===== src/rtl/vec_pkg.sv =====
// shared types and encodings for the two-lane vector integer unit
// referenced by scoped name from the rtl files
`default_nettype none

package vec_pkg;

  // element width, fixed at 32 bits
  parameter int ELEN = 32;

  // register count, set by the 5-bit register fields
  parameter int NREG = 32;

  // major opcode for OP-V
  parameter logic [6:0] OPC_OPV = 7'b1010111;

  // funct3 operand forms
  parameter logic [2:0] F3_OPIVV = 3'b000;
  parameter logic [2:0] F3_OPIVX = 3'b100;
  parameter logic [2:0] F3_OPIVI = 3'b011;

  // funct6 codes of the supported integer ops
  parameter logic [5:0] F6_VADD = 6'b000000;
  parameter logic [5:0] F6_VSUB = 6'b000010;
  parameter logic [5:0] F6_VAND = 6'b001001;
  parameter logic [5:0] F6_VOR  = 6'b001010;
  parameter logic [5:0] F6_VXOR = 6'b001011;

  typedef enum logic [2:0] {
    VALU_ADD,
    VALU_SUB,
    VALU_AND,
    VALU_OR,
    VALU_XOR
  } valu_op_t;

  // where the first operand of each lane comes from
  typedef enum logic [1:0] {
    SRC_VS1,
    SRC_XS1,
    SRC_IMM
  } src_t;

  typedef enum logic {
    SEQ_IDLE,
    SEQ_RUN
  } seq_state_t;

  typedef logic [ELEN-1:0] elem_t;

endpackage

`default_nettype wire

===== src/rtl/vec_issue_if.sv =====
// element pair from decode to execute, and lane results from execute to the register file
`default_nettype none

interface vec_issue_if;

  // decoded pair
  logic               valid;
  vec_pkg::valu_op_t  op;
  vec_pkg::src_t      src;
  logic [4:0]         vd;
  logic [4:0]         offset;
  vec_pkg::elem_t     a0;
  vec_pkg::elem_t     a1;
  vec_pkg::elem_t     b0;
  vec_pkg::elem_t     b1;
  logic               wen0;
  logic               wen1;
  vec_pkg::elem_t     scalar;
  logic [4:0]         imm;
  logic               last;

  // lane results
  logic               res_valid;
  logic [4:0]         res_vd;
  logic [4:0]         res_offset;
  vec_pkg::elem_t     res0;
  vec_pkg::elem_t     res1;
  logic               res_wen0;
  logic               res_wen1;
  logic               res_last;

  // decode watches res_valid to keep busy up until the final write
  modport decode (
    output valid, op, src, vd, offset, a0, a1, b0, b1, wen0, wen1, scalar, imm, last,
    input  res_valid
  );

  modport execute (
    input  valid, op, src, vd, offset, a0, a1, b0, b1, wen0, wen1, scalar, imm, last,
    output res_valid, res_vd, res_offset, res0, res1, res_wen0, res_wen1, res_last
  );

  modport result (
    input  res_valid, res_vd, res_offset, res0, res1, res_wen0, res_wen1, res_last
  );

endinterface

`default_nettype wire


===== src/rtl/vec_execute.sv =====
// decode to execute pipeline register and the two-lane integer ALU
// holds on stall and drops the pair on flush
`default_nettype none

module vec_execute (
  input  logic         CLK,
  input  logic         nRST,
  input  logic         stall,
  input  logic         flush,
  vec_issue_if.execute iss
);

  logic              valid_q;
  logic              wen0_q;
  logic              wen1_q;
  logic              last_q;
  vec_pkg::valu_op_t op_q;
  vec_pkg::src_t     src_q;
  logic [4:0]        vd_q;
  logic [4:0]        offset_q;
  vec_pkg::elem_t    a0_q;
  vec_pkg::elem_t    a1_q;
  vec_pkg::elem_t    b0_q;
  vec_pkg::elem_t    b1_q;
  vec_pkg::elem_t    scalar_q;
  logic [4:0]        imm_q;

  always_ff @(posedge CLK, negedge nRST) begin
    if (!nRST) begin
      valid_q <= 1'b0;
      wen0_q  <= 1'b0;
      wen1_q  <= 1'b0;
      last_q  <= 1'b0;
    end else if (flush) begin
      valid_q <= 1'b0;
      wen0_q  <= 1'b0;
      wen1_q  <= 1'b0;
      last_q  <= 1'b0;
    end else if (!stall) begin
      valid_q <= iss.valid;
      wen0_q  <= iss.valid && iss.wen0;
      wen1_q  <= iss.valid && iss.wen1;
      last_q  <= iss.valid && iss.last;
    end
  end

  always_ff @(posedge CLK) begin
    if (!stall) begin
      op_q     <= iss.op;
      src_q    <= iss.src;
      vd_q     <= iss.vd;
      offset_q <= iss.offset;
      a0_q     <= iss.a0;
      a1_q     <= iss.a1;
      b0_q     <= iss.b0;
      b1_q     <= iss.b1;
      scalar_q <= iss.scalar;
      imm_q    <= iss.imm;
    end
  end

  // first operand of one lane
  function automatic vec_pkg::elem_t first_op(
    input vec_pkg::src_t  src,
    input vec_pkg::elem_t vs1_elem,
    input vec_pkg::elem_t scalar,
    input logic [4:0]     imm
  );
    case (src)
      vec_pkg::SRC_XS1: first_op = scalar;
      vec_pkg::SRC_IMM: first_op = {{(vec_pkg::ELEN - 5){imm[4]}}, imm};
      default:          first_op = vs1_elem;
    endcase
  endfunction

  // result is vs2 op first operand
  function automatic vec_pkg::elem_t alu(
    input vec_pkg::valu_op_t op,
    input vec_pkg::elem_t    vs2_elem,
    input vec_pkg::elem_t    opnd
  );
    case (op)
      vec_pkg::VALU_SUB: alu = vs2_elem - opnd;
      vec_pkg::VALU_AND: alu = vs2_elem & opnd;
      vec_pkg::VALU_OR:  alu = vs2_elem | opnd;
      vec_pkg::VALU_XOR: alu = vs2_elem ^ opnd;
      default:           alu = vs2_elem + opnd;
    endcase
  endfunction

  assign iss.res0 = alu(op_q, b0_q, first_op(src_q, a0_q, scalar_q, imm_q));
  assign iss.res1 = alu(op_q, b1_q, first_op(src_q, a1_q, scalar_q, imm_q));

  assign iss.res_valid  = valid_q;
  assign iss.res_vd     = vd_q;
  assign iss.res_offset = offset_q;
  assign iss.res_wen0   = wen0_q;
  assign iss.res_wen1   = wen1_q;
  // a flush on the final write edge must not report completion
  assign iss.res_last   = last_q && !flush;

  // decode raises a lane write enable only inside a valid pair
  a_wen_valid: assert property (
    @(posedge CLK) disable iff (!nRST)
    (iss.wen0 || iss.wen1) |-> iss.valid
  );

endmodule

`default_nettype wire


===== src/flat_wrapper.sv =====
// flat-port wrapper written by rule: the top's interface ports become plain ports
module vec_execute_flat 
  (CLK, nRST, stall, flush, iss_valid, iss_op, iss_src, iss_vd, iss_offset, iss_a0, iss_a1, iss_b0, iss_b1, iss_wen0, iss_wen1, iss_scalar, iss_imm, iss_last, iss_res_valid, iss_res_vd, iss_res_offset, iss_res0, iss_res1, iss_res_wen0, iss_res_wen1, iss_res_last);
  vec_issue_if iss_i ();
  input  logic CLK;
  input  logic nRST;
  input  logic stall;
  input  logic flush;
  input wire logic [$bits(iss_i.valid)-1:0] iss_valid;
  input wire logic [$bits(iss_i.op)-1:0] iss_op;
  input wire logic [$bits(iss_i.src)-1:0] iss_src;
  input wire logic [$bits(iss_i.vd)-1:0] iss_vd;
  input wire logic [$bits(iss_i.offset)-1:0] iss_offset;
  input wire logic [$bits(iss_i.a0)-1:0] iss_a0;
  input wire logic [$bits(iss_i.a1)-1:0] iss_a1;
  input wire logic [$bits(iss_i.b0)-1:0] iss_b0;
  input wire logic [$bits(iss_i.b1)-1:0] iss_b1;
  input wire logic [$bits(iss_i.wen0)-1:0] iss_wen0;
  input wire logic [$bits(iss_i.wen1)-1:0] iss_wen1;
  input wire logic [$bits(iss_i.scalar)-1:0] iss_scalar;
  input wire logic [$bits(iss_i.imm)-1:0] iss_imm;
  input wire logic [$bits(iss_i.last)-1:0] iss_last;
  output wire logic [$bits(iss_i.res_valid)-1:0] iss_res_valid;
  output wire logic [$bits(iss_i.res_vd)-1:0] iss_res_vd;
  output wire logic [$bits(iss_i.res_offset)-1:0] iss_res_offset;
  output wire logic [$bits(iss_i.res0)-1:0] iss_res0;
  output wire logic [$bits(iss_i.res1)-1:0] iss_res1;
  output wire logic [$bits(iss_i.res_wen0)-1:0] iss_res_wen0;
  output wire logic [$bits(iss_i.res_wen1)-1:0] iss_res_wen1;
  output wire logic [$bits(iss_i.res_last)-1:0] iss_res_last;
  assign iss_i.valid = iss_valid;
  assign iss_i.op = iss_op;
  assign iss_i.src = iss_src;
  assign iss_i.vd = iss_vd;
  assign iss_i.offset = iss_offset;
  assign iss_i.a0 = iss_a0;
  assign iss_i.a1 = iss_a1;
  assign iss_i.b0 = iss_b0;
  assign iss_i.b1 = iss_b1;
  assign iss_i.wen0 = iss_wen0;
  assign iss_i.wen1 = iss_wen1;
  assign iss_i.scalar = iss_scalar;
  assign iss_i.imm = iss_imm;
  assign iss_i.last = iss_last;
  assign iss_res_valid = iss_i.res_valid;
  assign iss_res_vd = iss_i.res_vd;
  assign iss_res_offset = iss_i.res_offset;
  assign iss_res0 = iss_i.res0;
  assign iss_res1 = iss_i.res1;
  assign iss_res_wen0 = iss_i.res_wen0;
  assign iss_res_wen1 = iss_i.res_wen1;
  assign iss_res_last = iss_i.res_last;
  vec_execute u_core (.CLK(CLK), .nRST(nRST), .stall(stall), .flush(flush), .iss(iss_i));
endmodule

===== config.mk =====
export PLATFORM = sky130hd
export DESIGN_NAME = vec_execute_flat
export DESIGN_NICKNAME = d
export VERILOG_FILES = /design/src/rtl/vec_pkg.sv /design/src/rtl/vec_issue_if.sv /design/src/rtl/vec_execute.sv /design/src/flat_wrapper.sv
export SDC_FILE = /design/constraint.sdc
export NUM_CORES = 1
export LEC_CHECK = 0
export ABC_AREA = 1
export BUFFER_PORTS_ARGS = -buffer_cell sky130_fd_sc_hd__buf_2
export CORE_MARGIN = 2
export CORE_UTILIZATION = 40
export CTS_BUF_LIST = sky130_fd_sc_hd__clkbuf_16
export DETAILED_ROUTE_END_ITERATION = 8
export PLACE_DENSITY = 0.73
export SLEW_MARGIN = 25
export SYNTH_ARGS = -nofsm -noshare
export SYNTH_HDL_FRONTEND = slang
export SYNTH_SLANG_ARGS = --single-unit

===== constraint.sdc =====
create_clock -name CLK -period 4 [get_ports CLK]
set_clock_uncertainty 0.1 [all_clocks]
set_input_delay 0.8 -clock CLK [delete_from_list [all_inputs] [get_ports CLK]]
set_output_delay 0.8 -clock CLK [all_outputs]
set_load 0.1 [all_outputs]

# Word level (Yosys, flattened, before mapping)
# Index checks and enable logic that the tools add are counted.
[classes]
n_addsub = 4
n_eq_ne = 7
muxes = 12
bitwise = 6
reduce_logical = 5
[ops]
columns = ["op", "count"]
rows = [
  ["32-bit one-hot mux with 4 select lines", 2],
  ["32-bit one-hot mux with 2 select lines", 2],
  ["32-bit adder", 2],
  ["32-bit AND", 2],
  ["32-bit OR", 2],
  ["32-bit subtractor", 2],
  ["32-bit bitwise XOR", 2],
  ["1-bit two-way mux", 8],
  ["3-bit by 2-bit equality test with 1-bit output (second input constant)", 2],
  ["1-bit logical AND", 4],
  ["3-bit by 1-bit equality test with 1-bit output (second input constant)", 1],
  ["3-bit equality test (second input constant)", 1],
  ["2-bit by 1-bit equality test with 1-bit output (second input constant)", 1],
  ["2-bit equality test (second input constant)", 1],
  ["2-bit by 1-bit != test with 1-bit output (second input constant)", 1],
  ["1-bit logical NOT", 1],
]
[word_totals]
regBits = 184
input_bits = 188
out_inout_bits = 78

# Logic depth before layout (Yosys ltp)
[depth]
ltp_word = 4
mapped_depth = 31

# Worst setup path before layout
# Ideal clock, no wire load.
[synth_path]
path_kind = "reg-to-output"
start = "register u_core.src_q[0]"
end = "output iss_res1[23]"
arrival_time_ps = 5273
required_time_ps = 3100
path_slack_ps = -2173
stages_incl_launch_ff = 22
path_buffers = 1
path_cell_list = "edfxtp_1 -> inv_1 -> ha_1 -> inv_2 -> buf_12 -> nand3_4 -> o21ai_2 -> nand3_4 -> nor2_4 -> nand3_1 -> nor2_1 -> a21oi_1 -> xor2_1 -> ha_1 -> nand2_1 -> nor2_1 -> nand2_1 -> o21ai_0 -> inv_1 -> o21ai_0 -> nor2_1 -> o21ai_0"
[synth_via]
elab_chain_cells = 4
[synth_rtl]
columns = ["item", "line_no", "rtl"]
rows = [
  ["start, declared", "vec_execute.sv:18", "vec_pkg::src_t src_q;"],
  ["start signal, assigned", "vec_execute.sv:50", "src_q <= iss.src;"],
  ["2-bit equality test or 2-bit by 1-bit equality test with 1-bit output (tied branches)", "vec_execute.sv:69", "case (src)"],
  ["32-bit one-hot mux with 2 select lines (*)", "vec_execute.sv:69", ""],
  ["32-bit adder (tied with other cells)", "vec_execute.sv:87", "default: alu = vs2_elem + opnd;"],
  ["32-bit one-hot mux with 4 select lines (*)", "vec_execute.sv:82", "case (op)"],
  ["end, declared", "flat_wrapper.sv:27", "output wire logic [$bits(iss_i.res1)-1:0] iss_res1;"],
]
# Every way passes the cells marked *; elsewhere a longest branch is shown, timed or not.

# Worst setup path after layout
[layout_path]
start = "register u_core.src_q[1]"
end = "output iss_res1[25]"
# The elaborated chain is that of the path after synthesis.

==> results_dict.tcl <==
set metrics [dict create \
    fraction_of_layout_instances_using_a_drive_strength_above_1 0.489 \
    hold_crit_start "iss_a1[2]" \
    critPathLaunch "u_core.src_q[1]" \
    grt_remaining_overflow 0 \
    area_delta_synth_final_pct 62.3 \
    timing.final.ws_setup_ns -1.30 \
    power.clock.fraction 0.122 \
    cp.required_ns 3.10 \
    floorplan.die_area_um2 40000 \
    end_kind "output pin" \
    final_weighted_congestion_in_routability_driven_placement 0.958 \
    timing.critical_path.buf_inv 6 \
    top_level_ports 266 \
    sink_count 184 \
    synthCells 1902 \
    cts.reportedPaths.clkPinSlew_ns 0.08 \
    layout_worst_path_cycle_share 1.33 \
    grt_pass1_wl_um 82000 \
    yosys_warnings 0 \
    drt-pass1-iter-count 5 \
    per_cell_via_count_in_the_routed_design 5.07 \
    setup_repair_after_global_routing_missed_its_margin "true" \
    commonest_cells_after_routing_fill_and_taps_aside "385 x sky130_fd_sc_hd__buf_4, 375 x sky130_fd_sc_hd__nand2_1, 201 x sky130_fd_sc_hd__buf_2, 197 x sky130_fd_sc_hd__inv_1, 180 x sky130_fd_sc_hd__edfxtp_1" \
    cellLeakagePower_uw 0.0117 \
    grt_pass1_vias 15738 \
    critical_path_s_largest_stage_delay_ns 0.44 \
    hold_violations 0 \
    worst_slew_pin_slew_ns 0.713 \
    outcome "finished with violations" \
    combPwrFrac 0.716 \
    synth_nets 2282 \
    max_freq_ghz 0.189 \
    grt_util_all_layers 0.271 \
    dieHeight_um 200 \
    grt_start_max_net_pins 100 \
    internal_power_component_uw 7450 \
    port-buffer-count 265 \
    p_sw_frac 0.496 \
    grt_antenna_before_repair 0 \
    seq_power_share 0.162 \
    cp_cell_sequence "ha_4 -> inv_8 -> buf_4 -> o21ai_4 -> nand3_4 -> nor2_4 -> nand2_4 -> nor2_8 -> buf_6 -> inv_2 -> o21ai_2 -> xor2_1 -> ha_2 -> nand2_4 -> buf_6 -> o21ai_2 -> a21oi_1 -> o211ai_1 -> xor2_1 -> nand2_2 -> nand2_8 -> buf_12" \
    min_period_ns 5.30 \
    path_max_fanout 19 \
    syn-cell-area_um2 15400 \
    avgRoutedWirePerCell_um 17.7 \
    startpoint_type "flop" \
    critPathSlowestCell "sky130_fd_sc_hd__edfxtp_1" \
    layout.cells.most_common "sky130_fd_sc_hd__buf_4" \
    sum_neg_setup_slack_ns -63.76 \
    sequential_element_share_of_the_synthesized_area 0.359 \
    violated_checks "setup timing" \
    ys_dominant_reg_cell "sky130_fd_sc_hd__edfxtp_1" \
    finalNetCount 2940 \
    insertion_delay_ns 0.48 \
    cts_buffer_depth 2 \
    crit-reg2reg-launch "u_core.iss.res_wen0" \
    die_w_um 200 \
    overall_via_count_from_detail_route 15640 \
    net-switching-power_uw 7320 \
    cts_tree "done" \
    iteration_0_drc_count_of_the_detailed_router 869 \
    finalWirelength_um 54500 \
    synth_cell_types 52 \
    max_cap_viol_count 0 \
    post-layout-total-power_uw 14800 \
    worst_hold_path_type "in2reg" \
    postLayoutCoreUtil 0.660 \
    initial_utilization 0.407 \
    htree_num_levels 4 \
    maxSlewViolCount 0 \
    core_area_um2 37800 \
    tritoncts.num_buffers 17 \
    cp_top_family "simple AND/OR/NAND/NOR gates" \
    cts-root-buf "sky130_fd_sc_hd__clkbuf_16" \
    detailed_place_hpwl_um 43100 \
    power.ir.vdd_worst_mv 0.560 \
    placement_row_count 71 \
    detail_route.drc_violations 0 \
    count_of_state_elements_after_synthesis 184 \
    worst_hold_slack_ns 0.379 \
    setup_viol 62 \
    crit_type "reg2out" \
    slew_headroom 0.524 \
    worst_ep_arrival_time_ns 4.40 \
    synthesis.area_per_instance_um2 8.07 \
    insertedDiodeCount 0 \
    route.antenna.remaining_nets 0 \
    power-per-cell-area_nw_per_um2 593 \
    number_of_flops_mapped_to_enable_cells_by_yosys 180 \
    synthArstFlopShare 0.0217 \
    layout.filler_cells 3006 \
]
-- layer usage --
metal | track usage | vias to the layer above | share of wire
met2 | 0.461 | 458 | 0.49
met3 | 0.0408 | 96 | 0.049
met1 | 0.348 | 7416 | 0.43
met4 | 0.102 | 0 | 0.030
li1 | - | 7670 | -
met5 | 0 | - | 0
-- flip-flops by register name (all words and copies together) (netlist names), 2 cells and up --
signal,flops
u_core.b1_q,32
u_core.imm_q,5
u_core.iss.res_vd,5
u_core.src_q,2
u_core.iss.res_offset,5
u_core.op_q,3
u_core.a1_q,32
u_core.b0_q,32
u_core.scalar_q,32
u_core.a0_q,32
-- cell usage after synthesis, types with 4 or more instances --
library cell	instances	area, um^2
sky130_fd_sc_hd__o21a_1	7	52.6
sky130_fd_sc_hd__nor4_1	6	37.5
sky130_fd_sc_hd__nor3_1	9	45.0
sky130_fd_sc_hd__nand4_1	18	113
sky130_fd_sc_hd__dfrtp_1	4	100
sky130_fd_sc_hd__a21o_1	7	52.6
sky130_fd_sc_hd__inv_2	4	15.0
sky130_fd_sc_hd__a221oi_1	38	333
sky130_fd_sc_hd__edfxtp_1	180	5410
sky130_fd_sc_hd__clkbuf_1	28	105
sky130_fd_sc_hd__nand3_4	4	70.1
sky130_fd_sc_hd__ha_1	190	2380
sky130_fd_sc_hd__nor2_2	7	43.8
sky130_fd_sc_hd__or2_2	6	37.5
sky130_fd_sc_hd__a31oi_1	5	31.3
sky130_fd_sc_hd__nor2_4	4	45.0
sky130_fd_sc_hd__nor2_1	192	721
sky130_fd_sc_hd__o21ai_0	95	475
sky130_fd_sc_hd__nand2_4	5	56.3
sky130_fd_sc_hd__nand2_1	525	1970
sky130_fd_sc_hd__o2111ai_1	20	175
sky130_fd_sc_hd__a21oi_1	108	541
sky130_fd_sc_hd__nand2_2	36	225
sky130_fd_sc_hd__buf_6	6	67.6
sky130_fd_sc_hd__o21bai_1	4	30.0
sky130_fd_sc_hd__inv_1	217	815
sky130_fd_sc_hd__nand3_1	49	245
sky130_fd_sc_hd__xor2_1	76	666
sky130_fd_sc_hd__buf_2	6	30.0
sky130_fd_sc_hd__xnor2_1	7	61.3
-- final timing paths --
check / slack [ns] / to / cells after the start
setup / recovery: -1.30 / iss_res1[25] / 22
hold / removal: 0.38 / u_core.a1_q[2] / 1
setup reg to reg: 3.18 / u_core.iss.res_wen0 / 2
hold reg to reg: 0.43 / u_core.iss.res_valid / 2
max in group asynchronous: 3.13 / u_core.iss.res_valid / 2
min in group asynchronous: 0.55 / u_core.last_q / 2
-- layout make-up --
| cell class | count | area [um^2] | area share |
|---|---|---|---|
| tap | 511 | 639 | 0.0257 |
| clock inverter | 15 | 198 | 0.00794 |
| inverter | 221 | 843 | 0.0339 |
| timing repair buffer | 685 | 5690 | 0.228 |
| sequential | 184 | 5510 | 0.221 |
| clock buffer | 17 | 425 | 0.0171 |
| multi-input combinational | 1451 | 11600 | 0.466 |
-- cells by family after synthesis --
logic type | share of synthesized area
buf+inv | 0.0705
flops | 0.359
compound gates | 0.121
xor+xnor | 0.0474
simple gates | 0.245
fa+ha+maj | 0.157
-- repair_timing --
action	in CTS	in global routing
gates resized for setup	201	216
pin swaps	93	104
hold buffers	1	0
gates cloned	0	1
setup buffers	35	18
hold endpoints to repair	4	0
setup endpoints to repair	62	62
-- power groups by stage --
stage	Combinational (uW)	Sequential, uW	Clock, uW
2_1_floorplan	5720	2460	0
3_3_place_gp	9340	2430	0
3_5_place_dp	9460	2430	0
4_1_cts	9990	2390	1840
5_1_grt	11200	2410	1910
6_report	10600	2400	1800
-- per-stage QoR --
step / setup WS, ns / std cells / area [um^2]
after CTS: -1.31 / 3065 / 23800
after detailed placement: -1.08 / 2997 / 22200
after floorplan: -0.685 / 1902 / 16600
final: -1.30 / 3084 / 24900
after global placement: -1.06 / 2997 / 22200
after global routing: -1.54 / 3084 / 24900
No activity file was read; power rests on OpenSTA's default activity.
