==> src/rtl/vec_pkg.sv <==
// shared types and encodings for the two-lane vector integer unit
// referenced by scoped name from the rtl files
`default_nettype none

package vec_pkg;

  // element width, fixed at 32 bits
  parameter int ELEN = 32;

  // register count, set by the 5-bit register fields
  parameter int NREG = 32;

  // major opcode for OP-V
  parameter logic [6:0] OPC_OPV = 7'b1010111;

  // funct3 operand forms
  parameter logic [2:0] F3_OPIVV = 3'b000;
  parameter logic [2:0] F3_OPIVX = 3'b100;
  parameter logic [2:0] F3_OPIVI = 3'b011;

  // funct6 codes of the supported integer ops
  parameter logic [5:0] F6_VADD = 6'b000000;
  parameter logic [5:0] F6_VSUB = 6'b000010;
  parameter logic [5:0] F6_VAND = 6'b001001;
  parameter logic [5:0] F6_VOR  = 6'b001010;
  parameter logic [5:0] F6_VXOR = 6'b001011;

  typedef enum logic [2:0] {
    VALU_ADD,
    VALU_SUB,
    VALU_AND,
    VALU_OR,
    VALU_XOR
  } valu_op_t;

  // where the first operand of each lane comes from
  typedef enum logic [1:0] {
    SRC_VS1,
    SRC_XS1,
    SRC_IMM
  } src_t;

  typedef enum logic {
    SEQ_IDLE,
    SEQ_RUN
  } seq_state_t;

  typedef logic [ELEN-1:0] elem_t;

endpackage

`default_nettype wire
==> src/rtl/vec_issue_if.sv <==
// element pair from decode to execute, and lane results from execute to the register file
`default_nettype none

interface vec_issue_if;

  // decoded pair
  logic               valid;
  vec_pkg::valu_op_t  op;
  vec_pkg::src_t      src;
  logic [4:0]         vd;
  logic [4:0]         offset;
  vec_pkg::elem_t     a0;
  vec_pkg::elem_t     a1;
  vec_pkg::elem_t     b0;
  vec_pkg::elem_t     b1;
  logic               wen0;
  logic               wen1;
  vec_pkg::elem_t     scalar;
  logic [4:0]         imm;
  logic               last;

  // lane results
  logic               res_valid;
  logic [4:0]         res_vd;
  logic [4:0]         res_offset;
  vec_pkg::elem_t     res0;
  vec_pkg::elem_t     res1;
  logic               res_wen0;
  logic               res_wen1;
  logic               res_last;

  // decode watches res_valid to keep busy up until the final write
  modport decode (
    output valid, op, src, vd, offset, a0, a1, b0, b1, wen0, wen1, scalar, imm, last,
    input  res_valid
  );

  modport execute (
    input  valid, op, src, vd, offset, a0, a1, b0, b1, wen0, wen1, scalar, imm, last,
    output res_valid, res_vd, res_offset, res0, res1, res_wen0, res_wen1, res_last
  );

  modport result (
    input  res_valid, res_vd, res_offset, res0, res1, res_wen0, res_wen1, res_last
  );

endinterface

`default_nettype wire

==> src/rtl/vec_rf_if.sv <==
// register file read port used by decode, two lanes of vs1 and vs2 plus the v0 word
`default_nettype none

interface vec_rf_if;

  logic [4:0]     vs1;
  logic [4:0]     vs2;
  // lane 0 index, lane 1 reads offset + 1
  logic [4:0]     offset;
  vec_pkg::elem_t vs1_data0;
  vec_pkg::elem_t vs1_data1;
  vec_pkg::elem_t vs2_data0;
  vec_pkg::elem_t vs2_data1;
  vec_pkg::elem_t mask_word;

  modport decode (
    output vs1, vs2, offset,
    input  vs1_data0, vs1_data1, vs2_data0, vs2_data1, mask_word
  );

  modport regfile (
    input  vs1, vs2, offset,
    output vs1_data0, vs1_data1, vs2_data0, vs2_data1, mask_word
  );

endinterface

`default_nettype wire

==> src/rtl/vec_decode.sv <==
// OP-V decode, element counter and two-lane operand fetch
// one instruction at a time, pairs go out combinationally to execute
`default_nettype none

module vec_decode #(
  parameter int VLMAX = 8
) (
  input  logic           CLK,
  input  logic           nRST,
  input  logic           instr_valid,
  input  logic [31:0]    instr,
  input  vec_pkg::elem_t xs1,
  input  logic [5:0]     vl,
  input  logic           stall,
  input  logic           flush,
  output logic           busy,
  output logic           illegal,
  vec_rf_if.decode       rf,
  vec_issue_if.decode    iss
);

  // counter is one bit wider than the element index so it can reach VLMAX
  localparam int CW = $clog2(VLMAX) + 1;

  vec_pkg::seq_state_t state_q;
  logic [CW-1:0]       offset_q;
  logic [CW-1:0]       offset_nxt;
  logic [CW-1:0]       idx1;
  logic                last;
  logic                legal;
  logic                f3_ok;
  logic                f6_ok;
  logic                try_start;
  logic                accept;
  logic [5:0]          vl_eff;
  vec_pkg::valu_op_t   op_d;
  vec_pkg::src_t       src_d;

  // latched instruction
  vec_pkg::valu_op_t   op_q;
  vec_pkg::src_t       src_q;
  logic [4:0]          vd_q;
  logic [4:0]          vs1_q;
  logic [4:0]          vs2_q;
  logic                vm_q;
  logic [CW-1:0]       vl_q;
  vec_pkg::elem_t      xs1_q;
  vec_pkg::elem_t      mask_q;

  always_comb begin
    op_d  = vec_pkg::VALU_ADD;
    src_d = vec_pkg::SRC_VS1;
    f6_ok = 1'b1;
    f3_ok = 1'b1;
    case (instr[31:26])
      vec_pkg::F6_VADD: op_d = vec_pkg::VALU_ADD;
      vec_pkg::F6_VSUB: op_d = vec_pkg::VALU_SUB;
      vec_pkg::F6_VAND: op_d = vec_pkg::VALU_AND;
      vec_pkg::F6_VOR:  op_d = vec_pkg::VALU_OR;
      vec_pkg::F6_VXOR: op_d = vec_pkg::VALU_XOR;
      default:          f6_ok = 1'b0;
    endcase
    case (instr[14:12])
      vec_pkg::F3_OPIVV: src_d = vec_pkg::SRC_VS1;
      vec_pkg::F3_OPIVX: src_d = vec_pkg::SRC_XS1;
      vec_pkg::F3_OPIVI: src_d = vec_pkg::SRC_IMM;
      default:           f3_ok = 1'b0;
    endcase
    // there is no vsub.vi, vrsub covers that case
    legal = (instr[6:0] == vec_pkg::OPC_OPV) && f6_ok && f3_ok &&
            !(op_d == vec_pkg::VALU_SUB && src_d == vec_pkg::SRC_IMM);
  end

  // execute still holding a pair counts as busy
  assign busy      = (state_q == vec_pkg::SEQ_RUN) || iss.res_valid;
  assign try_start = instr_valid && !busy;
  assign accept    = try_start && legal;
  assign vl_eff    = (vl > 6'(VLMAX)) ? 6'(VLMAX) : vl;

  assign offset_nxt = offset_q + CW'(2);
  assign idx1       = offset_q + CW'(1);
  // also covers vl of 0, which still runs a single empty pair
  assign last       = offset_nxt >= vl_q;

  always_ff @(posedge CLK, negedge nRST) begin
    if (!nRST) begin
      state_q  <= vec_pkg::SEQ_IDLE;
      offset_q <= '0;
      illegal  <= 1'b0;
    end else begin
      illegal <= try_start && !legal;
      if (flush) begin
        state_q  <= vec_pkg::SEQ_IDLE;
        offset_q <= '0;
      end else begin
        case (state_q)
          vec_pkg::SEQ_IDLE: begin
            if (accept) begin
              state_q  <= vec_pkg::SEQ_RUN;
              offset_q <= '0;
            end
          end
          vec_pkg::SEQ_RUN: begin
            if (!stall) begin
              if (last) begin
                state_q  <= vec_pkg::SEQ_IDLE;
                offset_q <= '0;
              end else begin
                offset_q <= offset_nxt;
              end
            end
          end
          default: state_q <= vec_pkg::SEQ_IDLE;
        endcase
      end
    end
  end

  // v0 is sampled once at acceptance, nothing is in flight then
  always_ff @(posedge CLK) begin
    if (accept) begin
      op_q   <= op_d;
      src_q  <= src_d;
      vd_q   <= instr[11:7];
      vs1_q  <= instr[19:15];
      vs2_q  <= instr[24:20];
      vm_q   <= instr[25];
      vl_q   <= CW'(vl_eff);
      xs1_q  <= xs1;
      mask_q <= rf.mask_word;
    end
  end

  assign rf.vs1    = vs1_q;
  assign rf.vs2    = vs2_q;
  assign rf.offset = 5'(offset_q);

  assign iss.valid  = (state_q == vec_pkg::SEQ_RUN);
  assign iss.op     = op_q;
  assign iss.src    = src_q;
  assign iss.vd     = vd_q;
  assign iss.offset = 5'(offset_q);
  assign iss.a0     = rf.vs1_data0;
  assign iss.a1     = rf.vs1_data1;
  assign iss.b0     = rf.vs2_data0;
  assign iss.b1     = rf.vs2_data1;
  assign iss.scalar = xs1_q;
  assign iss.imm    = vs1_q;
  assign iss.last   = last;

  // tail limit, then the v0 bit when masked
  assign iss.wen0 = iss.valid && (offset_q < vl_q) && (vm_q || mask_q[offset_q]);
  assign iss.wen1 = iss.valid && (idx1 < vl_q) && (vm_q || mask_q[idx1]);

  // clamped vl keeps the lane pair inside the register
  a_offset_range: assert property (
    @(posedge CLK) disable iff (!nRST)
    (state_q == vec_pkg::SEQ_RUN) |-> (offset_q < CW'(VLMAX))
  );

endmodule

`default_nettype wire

==> src/flat_wrapper.sv <==
// flat-port wrapper written by rule: the top's interface ports become plain ports
module vec_decode_flat 
#(
  parameter int VLMAX = 8
)
  (CLK, nRST, instr_valid, instr, xs1, vl, stall, flush, busy, illegal, rf_vs1, rf_vs2, rf_offset, rf_vs1_data0, rf_vs1_data1, rf_vs2_data0, rf_vs2_data1, rf_mask_word, iss_valid, iss_op, iss_src, iss_vd, iss_offset, iss_a0, iss_a1, iss_b0, iss_b1, iss_wen0, iss_wen1, iss_scalar, iss_imm, iss_last, iss_res_valid);
  vec_rf_if rf_i ();
  vec_issue_if iss_i ();
  input  logic CLK;
  input  logic nRST;
  input  logic instr_valid;
  input  logic [31:0] instr;
  input  vec_pkg::elem_t xs1;
  input  logic [5:0] vl;
  input  logic stall;
  input  logic flush;
  output logic busy;
  output logic illegal;
  output wire logic [$bits(rf_i.vs1)-1:0] rf_vs1;
  output wire logic [$bits(rf_i.vs2)-1:0] rf_vs2;
  output wire logic [$bits(rf_i.offset)-1:0] rf_offset;
  input wire logic [$bits(rf_i.vs1_data0)-1:0] rf_vs1_data0;
  input wire logic [$bits(rf_i.vs1_data1)-1:0] rf_vs1_data1;
  input wire logic [$bits(rf_i.vs2_data0)-1:0] rf_vs2_data0;
  input wire logic [$bits(rf_i.vs2_data1)-1:0] rf_vs2_data1;
  input wire logic [$bits(rf_i.mask_word)-1:0] rf_mask_word;
  output wire logic [$bits(iss_i.valid)-1:0] iss_valid;
  output wire logic [$bits(iss_i.op)-1:0] iss_op;
  output wire logic [$bits(iss_i.src)-1:0] iss_src;
  output wire logic [$bits(iss_i.vd)-1:0] iss_vd;
  output wire logic [$bits(iss_i.offset)-1:0] iss_offset;
  output wire logic [$bits(iss_i.a0)-1:0] iss_a0;
  output wire logic [$bits(iss_i.a1)-1:0] iss_a1;
  output wire logic [$bits(iss_i.b0)-1:0] iss_b0;
  output wire logic [$bits(iss_i.b1)-1:0] iss_b1;
  output wire logic [$bits(iss_i.wen0)-1:0] iss_wen0;
  output wire logic [$bits(iss_i.wen1)-1:0] iss_wen1;
  output wire logic [$bits(iss_i.scalar)-1:0] iss_scalar;
  output wire logic [$bits(iss_i.imm)-1:0] iss_imm;
  output wire logic [$bits(iss_i.last)-1:0] iss_last;
  input wire logic [$bits(iss_i.res_valid)-1:0] iss_res_valid;
  assign rf_vs1 = rf_i.vs1;
  assign rf_vs2 = rf_i.vs2;
  assign rf_offset = rf_i.offset;
  assign rf_i.vs1_data0 = rf_vs1_data0;
  assign rf_i.vs1_data1 = rf_vs1_data1;
  assign rf_i.vs2_data0 = rf_vs2_data0;
  assign rf_i.vs2_data1 = rf_vs2_data1;
  assign rf_i.mask_word = rf_mask_word;
  assign iss_valid = iss_i.valid;
  assign iss_op = iss_i.op;
  assign iss_src = iss_i.src;
  assign iss_vd = iss_i.vd;
  assign iss_offset = iss_i.offset;
  assign iss_a0 = iss_i.a0;
  assign iss_a1 = iss_i.a1;
  assign iss_b0 = iss_i.b0;
  assign iss_b1 = iss_i.b1;
  assign iss_wen0 = iss_i.wen0;
  assign iss_wen1 = iss_i.wen1;
  assign iss_scalar = iss_i.scalar;
  assign iss_imm = iss_i.imm;
  assign iss_last = iss_i.last;
  assign iss_i.res_valid = iss_res_valid;
  vec_decode #(.VLMAX(VLMAX)) u_core (.CLK(CLK), .nRST(nRST), .instr_valid(instr_valid), .instr(instr), .xs1(xs1), .vl(vl), .stall(stall), .flush(flush), .busy(busy), .illegal(illegal), .rf(rf_i), .iss(iss_i));
endmodule
==> config.mk <==
export PLATFORM = sky130hd
export DESIGN_NAME = vec_decode_flat
export DESIGN_NICKNAME = d
export VERILOG_FILES = /design/src/rtl/vec_pkg.sv /design/src/rtl/vec_issue_if.sv /design/src/rtl/vec_rf_if.sv /design/src/rtl/vec_decode.sv /design/src/flat_wrapper.sv
export SDC_FILE = /design/constraint.sdc
export NUM_CORES = 1
export LEC_CHECK = 0
export BUFFER_PORTS_ARGS = -buffer_cell sky130_fd_sc_hd__buf_2
export CORE_AREA = 2 2 169 171
export CTS_BUF_LIST = sky130_fd_sc_hd__clkbuf_16
export DETAILED_ROUTE_END_ITERATION = 16
export DIE_AREA = 0 0 171 173
export PLACE_DENSITY = 0.5
export SETUP_SLACK_MARGIN = 0.15
export SLEW_MARGIN = 20
export SYNTH_ARGS = -nofsm -noshare
export SYNTH_HDL_FRONTEND = slang
export SYNTH_SLANG_ARGS = --single-unit
==> constraint.sdc <==
create_clock -name CLK -period 13.7 [get_ports CLK]
set_input_delay 1.37 -clock CLK [delete_from_list [all_inputs] [get_ports CLK]]
set_output_delay 1.37 -clock CLK [all_outputs]
set_load 0.01 [all_outputs]
* Yosys cells after proc, flatten, opt, wreduce, memory -nomap -nowiden *
Cells that the tools add are included.

storage, ports and cells
  output and inout port bits = 201
  bits in registers = 79

operators by class
  muxes and demuxes = 18
  magnitude comparators = 6
  add/sub/neg operators = 2
  bitwise logic cells = 1
  equal/unequal tests = 11
  reductions and logical operators = 22

operators with widths
  cell                   count
  $eq A6 B4 Y1 const B   3
  $mux W4                4
  $lt A4 B6 Y1 const B   2
  $pmux W3 S4            1
  $logic_and A1 B1 Y1    11
  $bmux W1 S4            2
  $lt A4 B4 Y1           2
  $mux W1                8
  $pmux W4 S2            1
  $eq A7 B7 Y1 const B   1
  $eq A6 B2 Y1 const B   1
  $gt A6 B4 Y1 const B   1
  $logic_not A6 Y1       1
  $reduce_or A5 Y1       1
  $add A4 B1 Y4 const B  1
  $add A4 B2 Y4 const B  1
  $ge A4 B4 Y1           1
  $pmux W2 S2            1
  $eq A3 B1 Y1 const B   1
  $eq A3 B2 Y1 const B   1
  $eq A3 B3 Y1 const B   1
  $logic_not A1 Y1       3
  $logic_not A3 Y1       1
  $logic_or A1 B1 Y1     3
  other kinds (7)        7

* Depth between registers and ports, before layout *
  depth in word-level cells = 10
  depth in mapped cells = 7

* Worst setup path before layout *
OpenSTA, ideal clock, no wires.

  path type = input -> register
  from = in instr[31]
  to = reg u_core.vs1_q[0] (netlist: u_core.iss.imm[0]), enable pin
  data arrival time = 9.214 ns
  cell stages on the path = 3
  setup slack = 3.799 ns
  required time = 13.012 ns
  cells stage by stage = or3_4 > a2111o_1 > nor4_1

on the way
  word-level cells in the longest chain between the ends = 7

ends and longest elaborated chain
  item                                                            RTL line                            source
  start, declared                                                 flat_wrapper.sv:12                  input logic [31:0] instr;
  $eq A6 B4 Y1 (tied with other cells)                            vec_decode.sv:55                    case (instr[31:26])
  $pmux W3 S4 / $reduce_or A5 Y1 (equally long branches)          n/a
  $eq A3 B1 Y1 / $mux W1 (equally long branches)                  vec_decode.sv:71, vec_decode.sv:55
  $logic_and A1 B1 Y1 (on tied branches)                          vec_decode.sv:71, vec_decode.sv:70
  $logic_not A1 Y1 / $logic_and A1 B1 Y1 (equally long branches)  vec_decode.sv:71, vec_decode.sv:70
  $logic_and A1 B1 Y1 (*)                                         vec_decode.sv:70                    legal = (instr[6:0] == vec_pkg::OPC_OPV) && f6_ok && f3_ok &&
  $logic_and A1 B1 Y1 (*)                                         vec_decode.sv:77                    assign accept = try_start && legal;
  end signal, assigned                                            vec_decode.sv:125                   vs1_q <= instr[19:15];
  end, declared                                                   vec_decode.sv:43                    logic [4:0] vs1_q;

Mark *: on every way between the ends. The rest lies on a longest branch, timed or not.
A chain may end at the register's enable or synchronous reset.

* Final worst setup path *
  from = reg u_core.offset_q[1]
  to = out iss_last

on the way
  word-level cells in the longest chain between the ends = 2

ends and longest elaborated chain
  item                    RTL line            source
  start, declared         vec_decode.sv:26    logic [CW-1:0] offset_q;
  start signal, assigned  vec_decode.sv:109   offset_q <= offset_nxt;
  $add A4 B2 Y4           vec_decode.sv:80    assign offset_nxt = offset_q + CW'(2);
  $ge A4 B4 Y1            vec_decode.sv:83    assign last = offset_nxt >= vl_q;
  end, declared           flat_wrapper.sv:40  output wire logic [$bits(iss_i.last)-1:0] iss_last;

No other way between the ends.

==> metrics.md <==
| Metric | Value |
|---|---|
| Ports | 437 |
| Post-cts resize count | 0 |
| Synthesized instance count | 309 |
| Worst r2r src | u_core.iss.valid |
| Utilization after layout | 0.1653 |
| Reg2Reg Depth | 4 |
| Fmax | roughly 260 MHz |
| NumNets Final | 587 |
| Leak Pwr | 1.783 nW |
| Most common cell in the netlist | buf_4 |
| Final Hold Viols | 0 |
| Initial DRC Count | 65 |
| Register bit total from synthesis | 78 |
| Worst skew pair latency | 0.33 ns |
| Vias in the first global route | 2347 |
| WL/cell | between 15 and 20 um |
| Data required, critical path | 12.33 ns |
| RSZ-0062 raised after global routing | false |
| Crit. End Element | primary output |
| Post-DP HPWL | roughly 11000 um |
| Final Wtd Congestion | ~0.7 |
| Ys async rst share | 0.06410 |
| Total Wirelength | ~13000 um |
| Crit path buf inv count | 2 |
| Dpl cells | 710 |
| H-tree levels | 3 |
| Initial Utilization | 0.1462 |
| Initial antenna violation count | 5 |
| Hold Path Depth | 2 |
| Final non-filler cell total | around 730 |
| Crit-path max FO | 9 |
| Top cell type's share of synthesized area | 0.5428 |
| Clk sinks | 78 |
| Synth unique cells | 42 |
| Die width | 171 um |
| Number of synthesized flops with an enable pin | 73 |
| Peak supply drop | 0.07261 mV |
| Slew headroom | 0.4479 |
| CP Launch Type | flip-flop |
| Routed Antenna Nets | 0 |
| CTS tree | yes |
| TritonRoute pass-1 iters | 4 |
| Max Cap Viol | 0 |
| Status | finished clean |
| Worst path cell trace | inv_1 -> ha_1 -> nor2b_1 -> o31ai_1 -> nand2_1 -> buf_2 |
| Highest-delay cell along the critical path | dfrtp_1 |
| Die height | roughly 170 um |
| Largest net degree at the start of global routing | 66 |
| Share of cells above drive strength 1 | 0.5374 |
| Yosys top cell by area | edfxtp_1 |
| CTS Buffer Depth | 2 |
| PwrDens | 109.3 nW/um^2 |
| Area grow syn2layout | 13.07% |
| Worst Tran Pin Value | 0.8282 ns |
| Sequential area share after synthesis | 0.5737 |
| Main synth FF type | edfxtp_1 |
| Synthesized cell area | 4039 um^2 |
| Critical path class | reg -> out |
| Routed via count | roughly 2.3k |
| Residual DRC | 0 |
| Overall die area | 29580 um^2 |
| Min-Delay Endpoint | u_core.offset_q[3] |
| Post-synth top cells | buf_4, edfxtp_1, inv_1, ha_1, nor2_1 |
| Setup slack, reg-to-reg | approximately 11 ns |
| Port bufs | 160 |
| Setup TNS Final | 0 ns |
| First-pass GRT wire length | around 17000 um |
| Final hold slack | 0.7302 ns |
| Yosys warns | 0 |
| CP max stage delay | 0.64 ns |
| Final Setup Violations | 0 |
| Worst path top cell family by delay | flip-flops |
| Hold WC Path Type | reg -> reg |
| Post-route clock skew | ~0.0057 ns |
| CTS Root Cell | clkbuf_16 |
| FF-to-FF End | u_core.vl_q[0] |
| Slew Viols, Final | 0 |
| Cts bufs inserted | 9 |
| Clk pin slew, worst setup/hold paths | 0.06 ns |
| Min-delay src | u_core.offset_q[3] |
| Number of hold buffers added after CTS | 0 |
| Row cnt | 61 |
| Syn avg cell area | between 10 and 15 um^2 |
| Tmin final | 3.908 ns |
| Core Area | 27630 um^2 |
| Post-CTS setup buffers | 0 |
| Ranking of synthesized cells by area | edfxtp_1, buf_4, dfrtp_1, ha_1, mux4_2 |
| Fin crit share | 0.2852 |
| Total grt overflow | 0 |
| Vias per cell | between 3 and 4 |
| Worst path arrival time | 2.54 ns |
| Gr usage total | 0.08351 |
-- registers in the layout, summed over array words and instances (netlist names), 2 cells and up --
| register | cells |
|---|---|
| u_core.iss.src | 2 |
| u_core.offset_q | 3 |
| u_core.iss.vd | 5 |
| u_core.vl_q | 4 |
| u_core.mask_q | 16 |
| u_core.iss.op | 3 |
| u_core.iss.imm | 5 |
| u_core.iss.scalar | 32 |
| u_core.rf.vs2 | 5 |
-- worst min-delay path, stage by stage (launching register included) --
cell	delay, ns
dfrtp_1	0.50
inv_1	0.09
o211ai_1	0.09
-- cells by family after synthesis --
| logic type | share of synthesized area |
|---|---|
| AOI/OAI and AO/OA | 0.03439 |
| xor gates and xnor gates | 0.002169 |
| adders and majority gates | 0.02478 |
| buffers and inverters | 0.2714 |
| DFF | 0.5737 |
| muxes | 0.02231 |
| other | 0.0009285 |
| and+or+nand+nor | 0.07033 |
-- placed cells by master, fill, tap and decap left out, drive strengths merged, types with 4 or more instances in the layout --
cell / Yosys / final
inv: 11 / 13
nor2: 6 / 6
ha: 8 / 8
edfxtp: 73 / 73
nor3: 4 / 4
nand2: 4 / 4
a21oi: 4 / 4
conb: 1 / 4
mux4: 4 / 4
clkbuf: 1 / 9
buf: 140 / 161
dfrtp: 5 / 5
-- through the flow --
| stage | cell area [um^2] | total power, mW | setup slack (ns) |
|---|---|---|---|
| 2_1_floorplan | 4050 | 0.3092 | 3.799 |
| 3_3_place_gp | 4283 | 0.2850 | 9.152 |
| 3_5_place_dp | 4283 | 0.2857 | 9.141 |
| 4_1_cts | 4551 | 0.5075 | 9.511 |
| 5_1_grt | 4562 | 0.5188 | 9.517 |
| 6_report | 4567 | 0.4993 | 9.792 |
-- layout make-up --
type | count | area, um^2
clock buffers | 9 | 225.2
well taps | 378 | 473.0
repair buffers | 161 | 808.3
multi-input cells | 82 | 651.9
diodes | 3 | 7.507
fillers | 3134 | 23060
inverters | 11 | 41.29
clock inverters | 7 | 42.54
flip-flops and latches | 78 | 2317
-- report_power, final --
group | internal (mW) | total [mW] | switching [mW]
Sequential | 0.260 | 0.260 | 0.0000342
Clock | 0.122 | 0.219 | 0.0974
Combinational | 0.0114 | 0.0199 | 0.00849
-- layer usage --
layer / GRT usage / wire (um)
met1: 0.05690 / 3140
met2: 0.1571 / 6941
met3: 0.06340 / 2431
met4: 0.04379 / 496
met5: 0 / 13
-- worst max-delay path by stage --
stage / from / to / slack [ns] / cells after the start
2_1_floorplan: instr[31] / u_core.iss.imm[0] / 3.80 / 3
3_3_place_gp: instr[31] / u_core.mask_q[6] / 9.15 / 5
3_5_place_dp: instr[31] / u_core.mask_q[2] / 9.14 / 5
4_1_cts: instr[31] / u_core.vl_q[0] / 9.51 / 5
5_1_grt: u_core.offset_q[1] / iss_last / 9.52 / 6
6_report: u_core.offset_q[1] / iss_last / 9.79 / 6
Note: power is estimated with default switching activity, not from simulation.
